### src/design/fm_consts.svh
`ifndef FM_CONSTS_SVH
`define FM_CONSTS_SVH

// Channel count and datapath widths
`define FM_NUM_CH       3
`define FM_PHASE_W      20
`define FM_OUT_W        12

// Timer B advances once per this many sample ticks
`define FM_TB_PRESCALE  16

// Timer registers
`define FM_REG_TA_HI    8'h24
`define FM_REG_TA_LO    8'h25
`define FM_REG_TB       8'h26
`define FM_REG_TCTRL    8'h27

// PCM replaces channel 2 when enabled (bit 7)
`define FM_REG_PCM      8'h2A
`define FM_REG_PCM_EN   8'h2B

// Per-channel registers, base plus channel number
`define FM_REG_FNUM_LO  8'hA0
`define FM_REG_FNUM_HI  8'hA4
`define FM_REG_PAN      8'hB4

`endif

### src/design/fm_pkg.sv
`include "fm_consts.svh"

package fm_pkg;

	typedef logic [10:0]               fnum_t;
	typedef logic [2:0]                block_t;
	typedef logic [`FM_PHASE_W-1:0]    phase_t;
	typedef logic signed [`FM_OUT_W-1:0] sample_t;
	// Bit 1 is left, bit 0 is right
	typedef logic [1:0]                pan_t;
	typedef logic [7:0]                pcm_t;
	typedef logic [9:0]                ta_value_t;
	typedef logic [7:0]                tb_value_t;

	// Time slots of one output round
	typedef enum logic [1:0] {
		SLOT_CH0,
		SLOT_CH1,
		SLOT_CH2,
		SLOT_OUT
	} slot_e;

	typedef struct packed {
		logic       cyc;
		logic       stb;
		logic       we;
		logic       adr;
		logic [7:0] dat;
	} wb_req_t;

	typedef struct packed {
		logic       ack;
		logic [7:0] dat;
	} wb_rsp_t;

	typedef struct packed {
		fnum_t  fnum;
		block_t block;
		pan_t   pan;
	} ch_cfg_t;

	typedef struct packed {
		ta_value_t value_a;
		tb_value_t value_b;
		logic      load_a;
		logic      load_b;
		logic      irq_en_a;
		logic      irq_en_b;
		logic      clr_a;
		logic      clr_b;
	} timer_cfg_t;

	typedef struct packed {
		logic flag_a;
		logic flag_b;
	} timer_flags_t;

endpackage

### src/design/fm_regs.sv
`timescale 1ns/1ps
`include "fm_consts.svh"

module fm_regs (
	input  logic                                clk_int,
	input  logic                                reset,
	input  fm_pkg::wb_req_t                     wb_req,
	input  fm_pkg::timer_flags_t                flags,
	output fm_pkg::wb_rsp_t                     wb_rsp,
	output fm_pkg::timer_cfg_t                  timer_cfg,
	output fm_pkg::ch_cfg_t [`FM_NUM_CH-1:0]    ch_cfg,
	output fm_pkg::pcm_t                        pcm,
	output logic                                pcm_en
);

	logic              ack;
	logic [7:0]        rd_dat;
	logic              req;
	logic              wr_addr;
	logic              wr_data;
	logic [7:0]        reg_num;

	logic [7:0]        ta_hi;
	logic [1:0]        ta_lo;
	fm_pkg::tb_value_t tb_val;
	logic [3:0]        tctrl;
	logic              clr_a;
	logic              clr_b;

	// A new access only while ack is still low
	assign req     = wb_req.cyc & wb_req.stb & ~ack;
	assign wr_addr = req & wb_req.we & ~wb_req.adr;
	assign wr_data = req & wb_req.we & wb_req.adr;

	// Bus handshake and status read
	always_ff @(posedge clk_int) begin
		if (reset) begin
			ack    <= 1'b0;
			rd_dat <= '0;
		end else begin
			ack <= req;
			if (req) begin
				// Status byte: flag A in bit 0, flag B in bit 1
				if (!wb_req.we && !wb_req.adr)
					rd_dat <= {6'b0, flags.flag_b, flags.flag_a};
				else
					rd_dat <= '0;
			end
		end
	end

	assign wb_rsp.ack = ack;
	assign wb_rsp.dat = rd_dat;

	// Register number latch and write decode
	always_ff @(posedge clk_int) begin
		if (reset) begin
			reg_num <= '0;
			ta_hi   <= '0;
			ta_lo   <= '0;
			tb_val  <= '0;
			tctrl   <= '0;
			clr_a   <= 1'b0;
			clr_b   <= 1'b0;
			pcm     <= '0;
			pcm_en  <= 1'b0;
			for (int i = 0; i < `FM_NUM_CH; i++)
				ch_cfg[i] <= '0;
		end else begin
			// Flag clears last a single cycle
			clr_a <= 1'b0;
			clr_b <= 1'b0;

			if (wr_addr)
				reg_num <= wb_req.dat;

			if (wr_data) begin
				case (reg_num)
					`FM_REG_TA_HI:  ta_hi  <= wb_req.dat;
					`FM_REG_TA_LO:  ta_lo  <= wb_req.dat[1:0];
					`FM_REG_TB:     tb_val <= wb_req.dat;
					`FM_REG_TCTRL: begin
						tctrl <= wb_req.dat[3:0];
						clr_a <= wb_req.dat[4];
						clr_b <= wb_req.dat[5];
					end
					`FM_REG_PCM:    pcm    <= wb_req.dat;
					`FM_REG_PCM_EN: pcm_en <= wb_req.dat[7];
					default: ;
				endcase

				for (int i = 0; i < `FM_NUM_CH; i++) begin
					if (reg_num == 8'(`FM_REG_FNUM_LO + i))
						ch_cfg[i].fnum[7:0] <= wb_req.dat;
					if (reg_num == 8'(`FM_REG_FNUM_HI + i)) begin
						ch_cfg[i].block      <= wb_req.dat[5:3];
						ch_cfg[i].fnum[10:8] <= wb_req.dat[2:0];
					end
					if (reg_num == 8'(`FM_REG_PAN + i))
						ch_cfg[i].pan <= wb_req.dat[7:6];
				end
			end
		end
	end

	// Control register bits 3:0 are load A, load B, irq A, irq B
	assign timer_cfg.value_a  = {ta_hi, ta_lo};
	assign timer_cfg.value_b  = tb_val;
	assign timer_cfg.load_a   = tctrl[0];
	assign timer_cfg.load_b   = tctrl[1];
	assign timer_cfg.irq_en_a = tctrl[2];
	assign timer_cfg.irq_en_b = tctrl[3];
	assign timer_cfg.clr_a    = clr_a;
	assign timer_cfg.clr_b    = clr_b;

endmodule

### src/design/fm_timers.sv
`timescale 1ns/1ps
`include "fm_consts.svh"

module fm_timers (
	input  logic                 clk_int,
	input  logic                 reset,
	input  logic                 tick,
	input  fm_pkg::timer_cfg_t   timer_cfg,
	output fm_pkg::timer_flags_t flags,
	output logic                 irq_n
);

	fm_pkg::ta_value_t cnt_a;
	fm_pkg::tb_value_t cnt_b;
	logic [3:0]        pre_b;
	logic              load_a_q;
	logic              load_b_q;
	logic              start_a;
	logic              start_b;
	logic              ov_a;
	logic              step_b;
	logic              ov_b;

	// Counters restart when their load bit rises
	assign start_a = timer_cfg.load_a & ~load_a_q;
	assign start_b = timer_cfg.load_b & ~load_b_q;

	assign ov_a   = tick & timer_cfg.load_a & (cnt_a == '1);
	assign step_b = tick & timer_cfg.load_b & (pre_b == 4'(`FM_TB_PRESCALE - 1));
	assign ov_b   = step_b & (cnt_b == '1);

	always_ff @(posedge clk_int) begin
		if (reset) begin
			load_a_q <= 1'b0;
			load_b_q <= 1'b0;
			cnt_a    <= '0;
			cnt_b    <= '0;
			pre_b    <= '0;
		end else begin
			load_a_q <= timer_cfg.load_a;
			load_b_q <= timer_cfg.load_b;

			// Timer A, one step per tick
			if (start_a || ov_a)
				cnt_a <= timer_cfg.value_a;
			else if (tick && timer_cfg.load_a)
				cnt_a <= cnt_a + 1'b1;

			// Timer B behind the tick prescaler
			if (start_b) begin
				cnt_b <= timer_cfg.value_b;
				pre_b <= '0;
			end else if (tick && timer_cfg.load_b) begin
				if (step_b)
					pre_b <= '0;
				else
					pre_b <= pre_b + 1'b1;
				if (ov_b)
					cnt_b <= timer_cfg.value_b;
				else if (step_b)
					cnt_b <= cnt_b + 1'b1;
			end
		end
	end

	// Flags set on enabled overflow, cleared by the control write
	always_ff @(posedge clk_int) begin
		if (reset) begin
			flags <= '0;
		end else begin
			if (timer_cfg.clr_a)
				flags.flag_a <= 1'b0;
			else if (ov_a && timer_cfg.irq_en_a)
				flags.flag_a <= 1'b1;

			if (timer_cfg.clr_b)
				flags.flag_b <= 1'b0;
			else if (ov_b && timer_cfg.irq_en_b)
				flags.flag_b <= 1'b1;
		end
	end

	assign irq_n = ~(flags.flag_a | flags.flag_b);

endmodule

### src/design/fm_phase.sv
`timescale 1ns/1ps
`include "fm_consts.svh"

module fm_phase (
	input  logic                             clk_int,
	input  logic                             reset,
	input  fm_pkg::ch_cfg_t [`FM_NUM_CH-1:0] ch_cfg,
	output fm_pkg::phase_t                   phase_out,
	output fm_pkg::slot_e                    slot_out,
	output logic                             tick
);

	fm_pkg::slot_e   slot;
	fm_pkg::phase_t  phase [`FM_NUM_CH];
	logic [1:0]      ch_idx;
	fm_pkg::ch_cfg_t cfg_sel;
	fm_pkg::phase_t  inc;
	fm_pkg::phase_t  sum;

	// Channel served in this slot, don't care during SLOT_OUT
	assign ch_idx  = (slot == fm_pkg::SLOT_OUT) ? 2'd0 : slot;
	assign cfg_sel = ch_cfg[ch_idx];

	// Shared adder
	assign inc = (fm_pkg::phase_t'(cfg_sel.fnum) << cfg_sel.block) >> 1;
	assign sum = phase[ch_idx] + inc;

	// Slot sequencer
	always_ff @(posedge clk_int) begin
		if (reset) begin
			slot <= fm_pkg::SLOT_CH0;
		end else begin
			case (slot)
				fm_pkg::SLOT_CH0: slot <= fm_pkg::SLOT_CH1;
				fm_pkg::SLOT_CH1: slot <= fm_pkg::SLOT_CH2;
				fm_pkg::SLOT_CH2: slot <= fm_pkg::SLOT_OUT;
				default:          slot <= fm_pkg::SLOT_CH0;
			endcase
		end
	end

	always_ff @(posedge clk_int) begin
		if (reset) begin
			for (int i = 0; i < `FM_NUM_CH; i++)
				phase[i] <= '0;
			phase_out <= '0;
			// Tag idle after reset so the mixer adds no stale channel
			slot_out  <= fm_pkg::SLOT_OUT;
		end else begin
			slot_out <= slot;
			if (slot != fm_pkg::SLOT_OUT) begin
				phase[ch_idx] <= sum;
				phase_out     <= sum;
			end
		end
	end

	assign tick = (slot == fm_pkg::SLOT_OUT);

endmodule

### src/design/fm_mixer.sv
`timescale 1ns/1ps
`include "fm_consts.svh"

module fm_mixer (
	input  logic                             clk_int,
	input  logic                             reset,
	input  fm_pkg::phase_t                   phase_in,
	input  fm_pkg::slot_e                    slot_in,
	input  fm_pkg::ch_cfg_t [`FM_NUM_CH-1:0] ch_cfg,
	input  fm_pkg::pcm_t                     pcm,
	input  logic                             pcm_en,
	output fm_pkg::sample_t                  left,
	output fm_pkg::sample_t                  right,
	output logic                             sample
);

	logic [1:0]           ch_idx;
	fm_pkg::pan_t         pan_sel;
	logic [`FM_OUT_W-1:0] saw;
	logic signed [7:0]    pcm_s;
	fm_pkg::sample_t      pcm_lvl;
	fm_pkg::sample_t      level;
	fm_pkg::sample_t      acc_l;
	fm_pkg::sample_t      acc_r;

	assign ch_idx  = (slot_in == fm_pkg::SLOT_OUT) ? 2'd0 : slot_in;
	assign pan_sel = ch_cfg[ch_idx].pan;

	// Sawtooth from the top phase bits, centred on zero
	assign saw = phase_in[`FM_PHASE_W-1 -: `FM_OUT_W] - `FM_OUT_W'(2048);

	// PCM is offset binary, scaled up to the output range
	assign pcm_s   = pcm - 8'd128;
	assign pcm_lvl = fm_pkg::sample_t'(pcm_s) <<< 4;

	always_comb begin
		if (slot_in == fm_pkg::SLOT_CH2 && pcm_en)
			level = pcm_lvl;
		else
			level = fm_pkg::sample_t'(saw);
	end

	always_ff @(posedge clk_int) begin
		if (reset) begin
			acc_l  <= '0;
			acc_r  <= '0;
			left   <= '0;
			right  <= '0;
			sample <= 1'b0;
		end else if (slot_in == fm_pkg::SLOT_OUT) begin
			// End of round, publish and start over
			left   <= acc_l;
			right  <= acc_r;
			acc_l  <= '0;
			acc_r  <= '0;
			sample <= 1'b1;
		end else begin
			sample <= 1'b0;
			// Sums wrap in the output width
			if (pan_sel[1])
				acc_l <= acc_l + level;
			if (pan_sel[0])
				acc_r <= acc_r + level;
		end
	end

endmodule

### src/design/fm_top.sv
`timescale 1ns/1ps
`include "fm_consts.svh"

module fm_top (
	input  logic            clk_int,
	input  logic            reset,
	input  fm_pkg::wb_req_t wb_req,
	output fm_pkg::wb_rsp_t wb_rsp,
	output fm_pkg::sample_t left,
	output fm_pkg::sample_t right,
	output logic            sample,
	output logic            irq_n
);

	fm_pkg::timer_cfg_t               timer_cfg;
	fm_pkg::timer_flags_t             flags;
	fm_pkg::ch_cfg_t [`FM_NUM_CH-1:0] ch_cfg;
	fm_pkg::pcm_t                     pcm;
	logic                             pcm_en;
	fm_pkg::phase_t                   phase;
	fm_pkg::slot_e                    slot;
	logic                             tick;

	// Host registers
	fm_regs u_regs (
		.clk_int   (clk_int),
		.reset     (reset),
		.wb_req    (wb_req),
		.flags     (flags),
		.wb_rsp    (wb_rsp),
		.timer_cfg (timer_cfg),
		.ch_cfg    (ch_cfg),
		.pcm       (pcm),
		.pcm_en    (pcm_en)
	);

	// Timers count output rounds
	fm_timers u_timers (
		.clk_int   (clk_int),
		.reset     (reset),
		.tick      (tick),
		.timer_cfg (timer_cfg),
		.flags     (flags),
		.irq_n     (irq_n)
	);

	fm_phase u_phase (
		.clk_int   (clk_int),
		.reset     (reset),
		.ch_cfg    (ch_cfg),
		.phase_out (phase),
		.slot_out  (slot),
		.tick      (tick)
	);

	fm_mixer u_mixer (
		.clk_int  (clk_int),
		.reset    (reset),
		.phase_in (phase),
		.slot_in  (slot),
		.ch_cfg   (ch_cfg),
		.pcm      (pcm),
		.pcm_en   (pcm_en),
		.left     (left),
		.right    (right),
		.sample   (sample)
	);

endmodule

### config.mk
export PLATFORM = sky130hd
export DESIGN_NAME = fm_top
export DESIGN_NICKNAME = d
export VERILOG_FILES = /design/src/design/fm_pkg.sv /design/src/design/fm_regs.sv /design/src/design/fm_timers.sv /design/src/design/fm_phase.sv /design/src/design/fm_mixer.sv /design/src/design/fm_top.sv
export VERILOG_INCLUDE_DIRS = /design/src /design/src/design
export SDC_FILE = /design/constraint.sdc
export NUM_CORES = 1
export LEC_CHECK = 0
export BUFFER_PORTS_ARGS = -buffer_cell sky130_fd_sc_hd__buf_2
export CAP_MARGIN = 30
export CORE_MARGIN = 10
export CORE_UTILIZATION = 25
export CTS_BUF_LIST = sky130_fd_sc_hd__clkbuf_16
export CTS_CLUSTER_SIZE = 28
export DETAILED_ROUTE_END_ITERATION = 8
export RECOVER_POWER = 50
export SLEW_MARGIN = 20
export SYNTH_ARGS = -nofsm -noshare
export SYNTH_HDL_FRONTEND = slang
export SYNTH_HIERARCHICAL = 1
export SYNTH_SLANG_ARGS = --single-unit
### constraint.sdc
create_clock -name clk_int -period 7.2 [get_ports clk_int]
set_input_delay 0 -clock clk_int [delete_from_list [all_inputs] [get_ports clk_int]]
set_output_delay 0 -clock clk_int [all_outputs]
set_load 0.03 [all_outputs]
==> results.cfg <==
[status]
outcome = complete, but fails checks
violations = max-capacitance violations, max-slew violations

[floorplanning]
die_area_um2 = 67000
design.portCount = 49
std_cell_rows = 87
die_height_um = 259
initial_utilization_pct = 25.3
die_w_um = 259
coreArea_um2 = 56400

[placed_design]
detailedPlace.worstSlack_ns = 2.21
dpl.cell_count = 2129
portBuffers = 42
globalplace.congestion = 0.854
dpl_cell_area_um2 = 15100
hpwlAfterDp_um = 23900

[cells_and_area]
final_nets = 1479
fillCellCount = 5890
finalCoreUtilization_pct = 28.7
drive_above_1_share_pct = 11.1
fin_cells = 2201
final_area_um2 = 16200
ff_latch_area_um2 = 6070
area.growth.synth_to_final_pct = 13.4
area_of_combinational_cells_with_multiple_inputs_um2 = 7580

[route]
ant_nets = 0
drt_wl_total_um = 35000
post_drt_via_cell_ratio = 4.79
detail_route.iter0.violations = 648
remaining_drc_errors = 0
detailedRoute.firstPassIterationCount = 5
post_drt_wl_per_cell_um = 15.9
detailroute.via_count = 10544

[yosys]
netlist_instances = 1409
yosysWarnings = 6
synthesis.area_per_instance_um2 = 10.1
synth.cell_area_um2 = 14300

[clocking]
cts_inserted_buffers = 30
tritoncts = built
clk_latency_ns = 0.56
clk_pin_slew_ns = 0.06
cts_num_sinks = 263
clockBufferDepth = 3
clock-root-buffer = sky130_fd_sc_hd__clkbuf_16
post_cts_repair_timing_setup_buffer_count = 0
h-tree-depth = 1
cts.repair.resized = 0

[worst_hold_path]
hp-class = in -> reg
worst_hold_path.num_cells = 3
worst_hold_path_ep = u_regs/pcm_en
min_from = wb_req[8]

[critical_path]
reg2reg_setup_slack_ns = 1.64
crit-reg2reg-capture = u_phase/phase[0][16]
worst-path-max-fanout = 25
timing.critical_path.to_type = flop
reg2reg_depth = 12
crit_arrival_ns = 5.81
required_ns = 7.45
crit-reg2reg-launch = u_phase/slot[1]
worst_setup_path_start_kind = flop
setup.worst_path.class = reg -> reg

[pwr]
power.density_nw_per_um2 = 302
fin_total_pwr_mw = 4.89
peakVddDrop_mv = 0.177
power.leakage_nw = 6.30

[grt]
grt_overall_usage_pct = 10.0
overflow = 0
grt_start_max_net_pins = 73
grt_antenna_before_repair = 2
first_global_vias = 10296
grt_pass1_wl_um = 56000

[timing]
rsz0062_at_grt = false
max-slew-margin-rel_pct = -71.6
clock_period_minus_worst_slack_ns = 5.56
clock.fmax_mhz = 180
tightestPinTransition_ns = 2.57
period_share_pct = 77.2
final-hold-violation-count = 0
final_setup_vio_count = 0
finalMaxSlewViolations = 155
holdWs_ns = 0.0937
clock-skew-final_ns = 0.0208
worst_slack_ns = 1.64
fin_setup_tns_ns = 0

[flow_run]
cap_violations = 3
[worst max path at each step]
stage / start / endpoint / slack (ns) / cells past startpoint
after floorplan: u_phase/slot[1] / u_phase/phase[0][16] / 3.14 / 14
after global placement: u_phase/slot[0] / u_phase/phase[2][18] / 2.32 / 15
after detailed placement: u_phase/slot[0] / u_phase/phase[2][18] / 2.21 / 15
after CTS: u_phase/slot[0] / u_phase/phase[2][18] / 2.20 / 15
after global routing: u_phase/slot[0] / u_phase/phase_out[16] / 1.15 / 11
final: u_phase/slot[1] / u_phase/phase[0][16] / 1.64 / 12
[final cells by class]
class | count | area share (%)
Clock buffer | 31 | 4.80
Multi-Input combinational cell | 1014 | 46.9
Timing Repair Buffer | 74 | 2.67
Clock inverter | 25 | 1.42
Tap cell | 756 | 5.85
Antenna cell | 1 | 0.0155
Inverter | 37 | 0.859
Sequential cell | 263 | 37.5
[flip-flops by register name, indices dropped and copies added, names as in the netlist, 10 cells and up]
signal / flops
u_phase/phase: 80
u_mixer/right: 12
u_mixer/left: 12
u_regs/ch_cfg: 48
u_phase/phase_out: 12
u_mixer/acc_r: 12
u_mixer/acc_l: 12
u_timers/cnt_a: 10
[power by group]
group	total, mW	switching, mW	internal, mW
Sequential	1.87	0.106	1.76
Combinational	1.49	0.930	0.561
Clock	1.53	0.633	0.895
Total	4.89	1.67	3.22
[cells in the final DEF (no fill, tap or decap), types with 14 or more instances in the layout]
cell / count
sky130_fd_sc_hd__a211oi_1: 18
sky130_fd_sc_hd__a21oi_1: 75
sky130_fd_sc_hd__a22o_1: 26
sky130_fd_sc_hd__and3_1: 14
sky130_fd_sc_hd__clkbuf_1: 35
sky130_fd_sc_hd__clkbuf_16: 31
sky130_fd_sc_hd__dfxtp_1: 183
sky130_fd_sc_hd__dlygate4sd3_1: 15
sky130_fd_sc_hd__edfxtp_1: 80
sky130_fd_sc_hd__ha_1: 42
sky130_fd_sc_hd__inv_1: 38
sky130_fd_sc_hd__mux2i_1: 124
sky130_fd_sc_hd__mux4_2: 20
sky130_fd_sc_hd__nand2_1: 78
sky130_fd_sc_hd__nand2b_1: 98
sky130_fd_sc_hd__nand3_1: 30
sky130_fd_sc_hd__nor2_1: 112
sky130_fd_sc_hd__nor2b_1: 15
sky130_fd_sc_hd__nor3_1: 26
sky130_fd_sc_hd__o21ai_0: 46
sky130_fd_sc_hd__o2bb2ai_1: 16
sky130_fd_sc_hd__xnor2_1: 24
[worst max-delay path, cell delays in order, from the launching register on]
cell	delay, ns
sky130_fd_sc_hd__dfxtp_1	0.35
sky130_fd_sc_hd__inv_1	0.12
sky130_fd_sc_hd__ha_2	0.56
sky130_fd_sc_hd__clkbuf_1	1.48
sky130_fd_sc_hd__mux4_2	0.68
sky130_fd_sc_hd__ha_1	0.22
sky130_fd_sc_hd__fa_1	0.41
sky130_fd_sc_hd__a21o_1	0.21
sky130_fd_sc_hd__a221oi_4	0.35
sky130_fd_sc_hd__o211ai_1	0.19
sky130_fd_sc_hd__a21oi_1	0.20
sky130_fd_sc_hd__xor2_1	0.35
sky130_fd_sc_hd__nor2_1	0.10
[routing by layer]
metal,GRT usage (%),wire length (um)
met4,2.56,543
met1,12.9,16100
met2,17.3,17000
met3,1.47,1290
met5,0,18
[what timing repair did]
action	in CTS	in global routing
setup endpoints to repair	0	0
hold buffers	15	0
endpoints found under the hold margin	28	0
(Power assumes the default switching activity.)
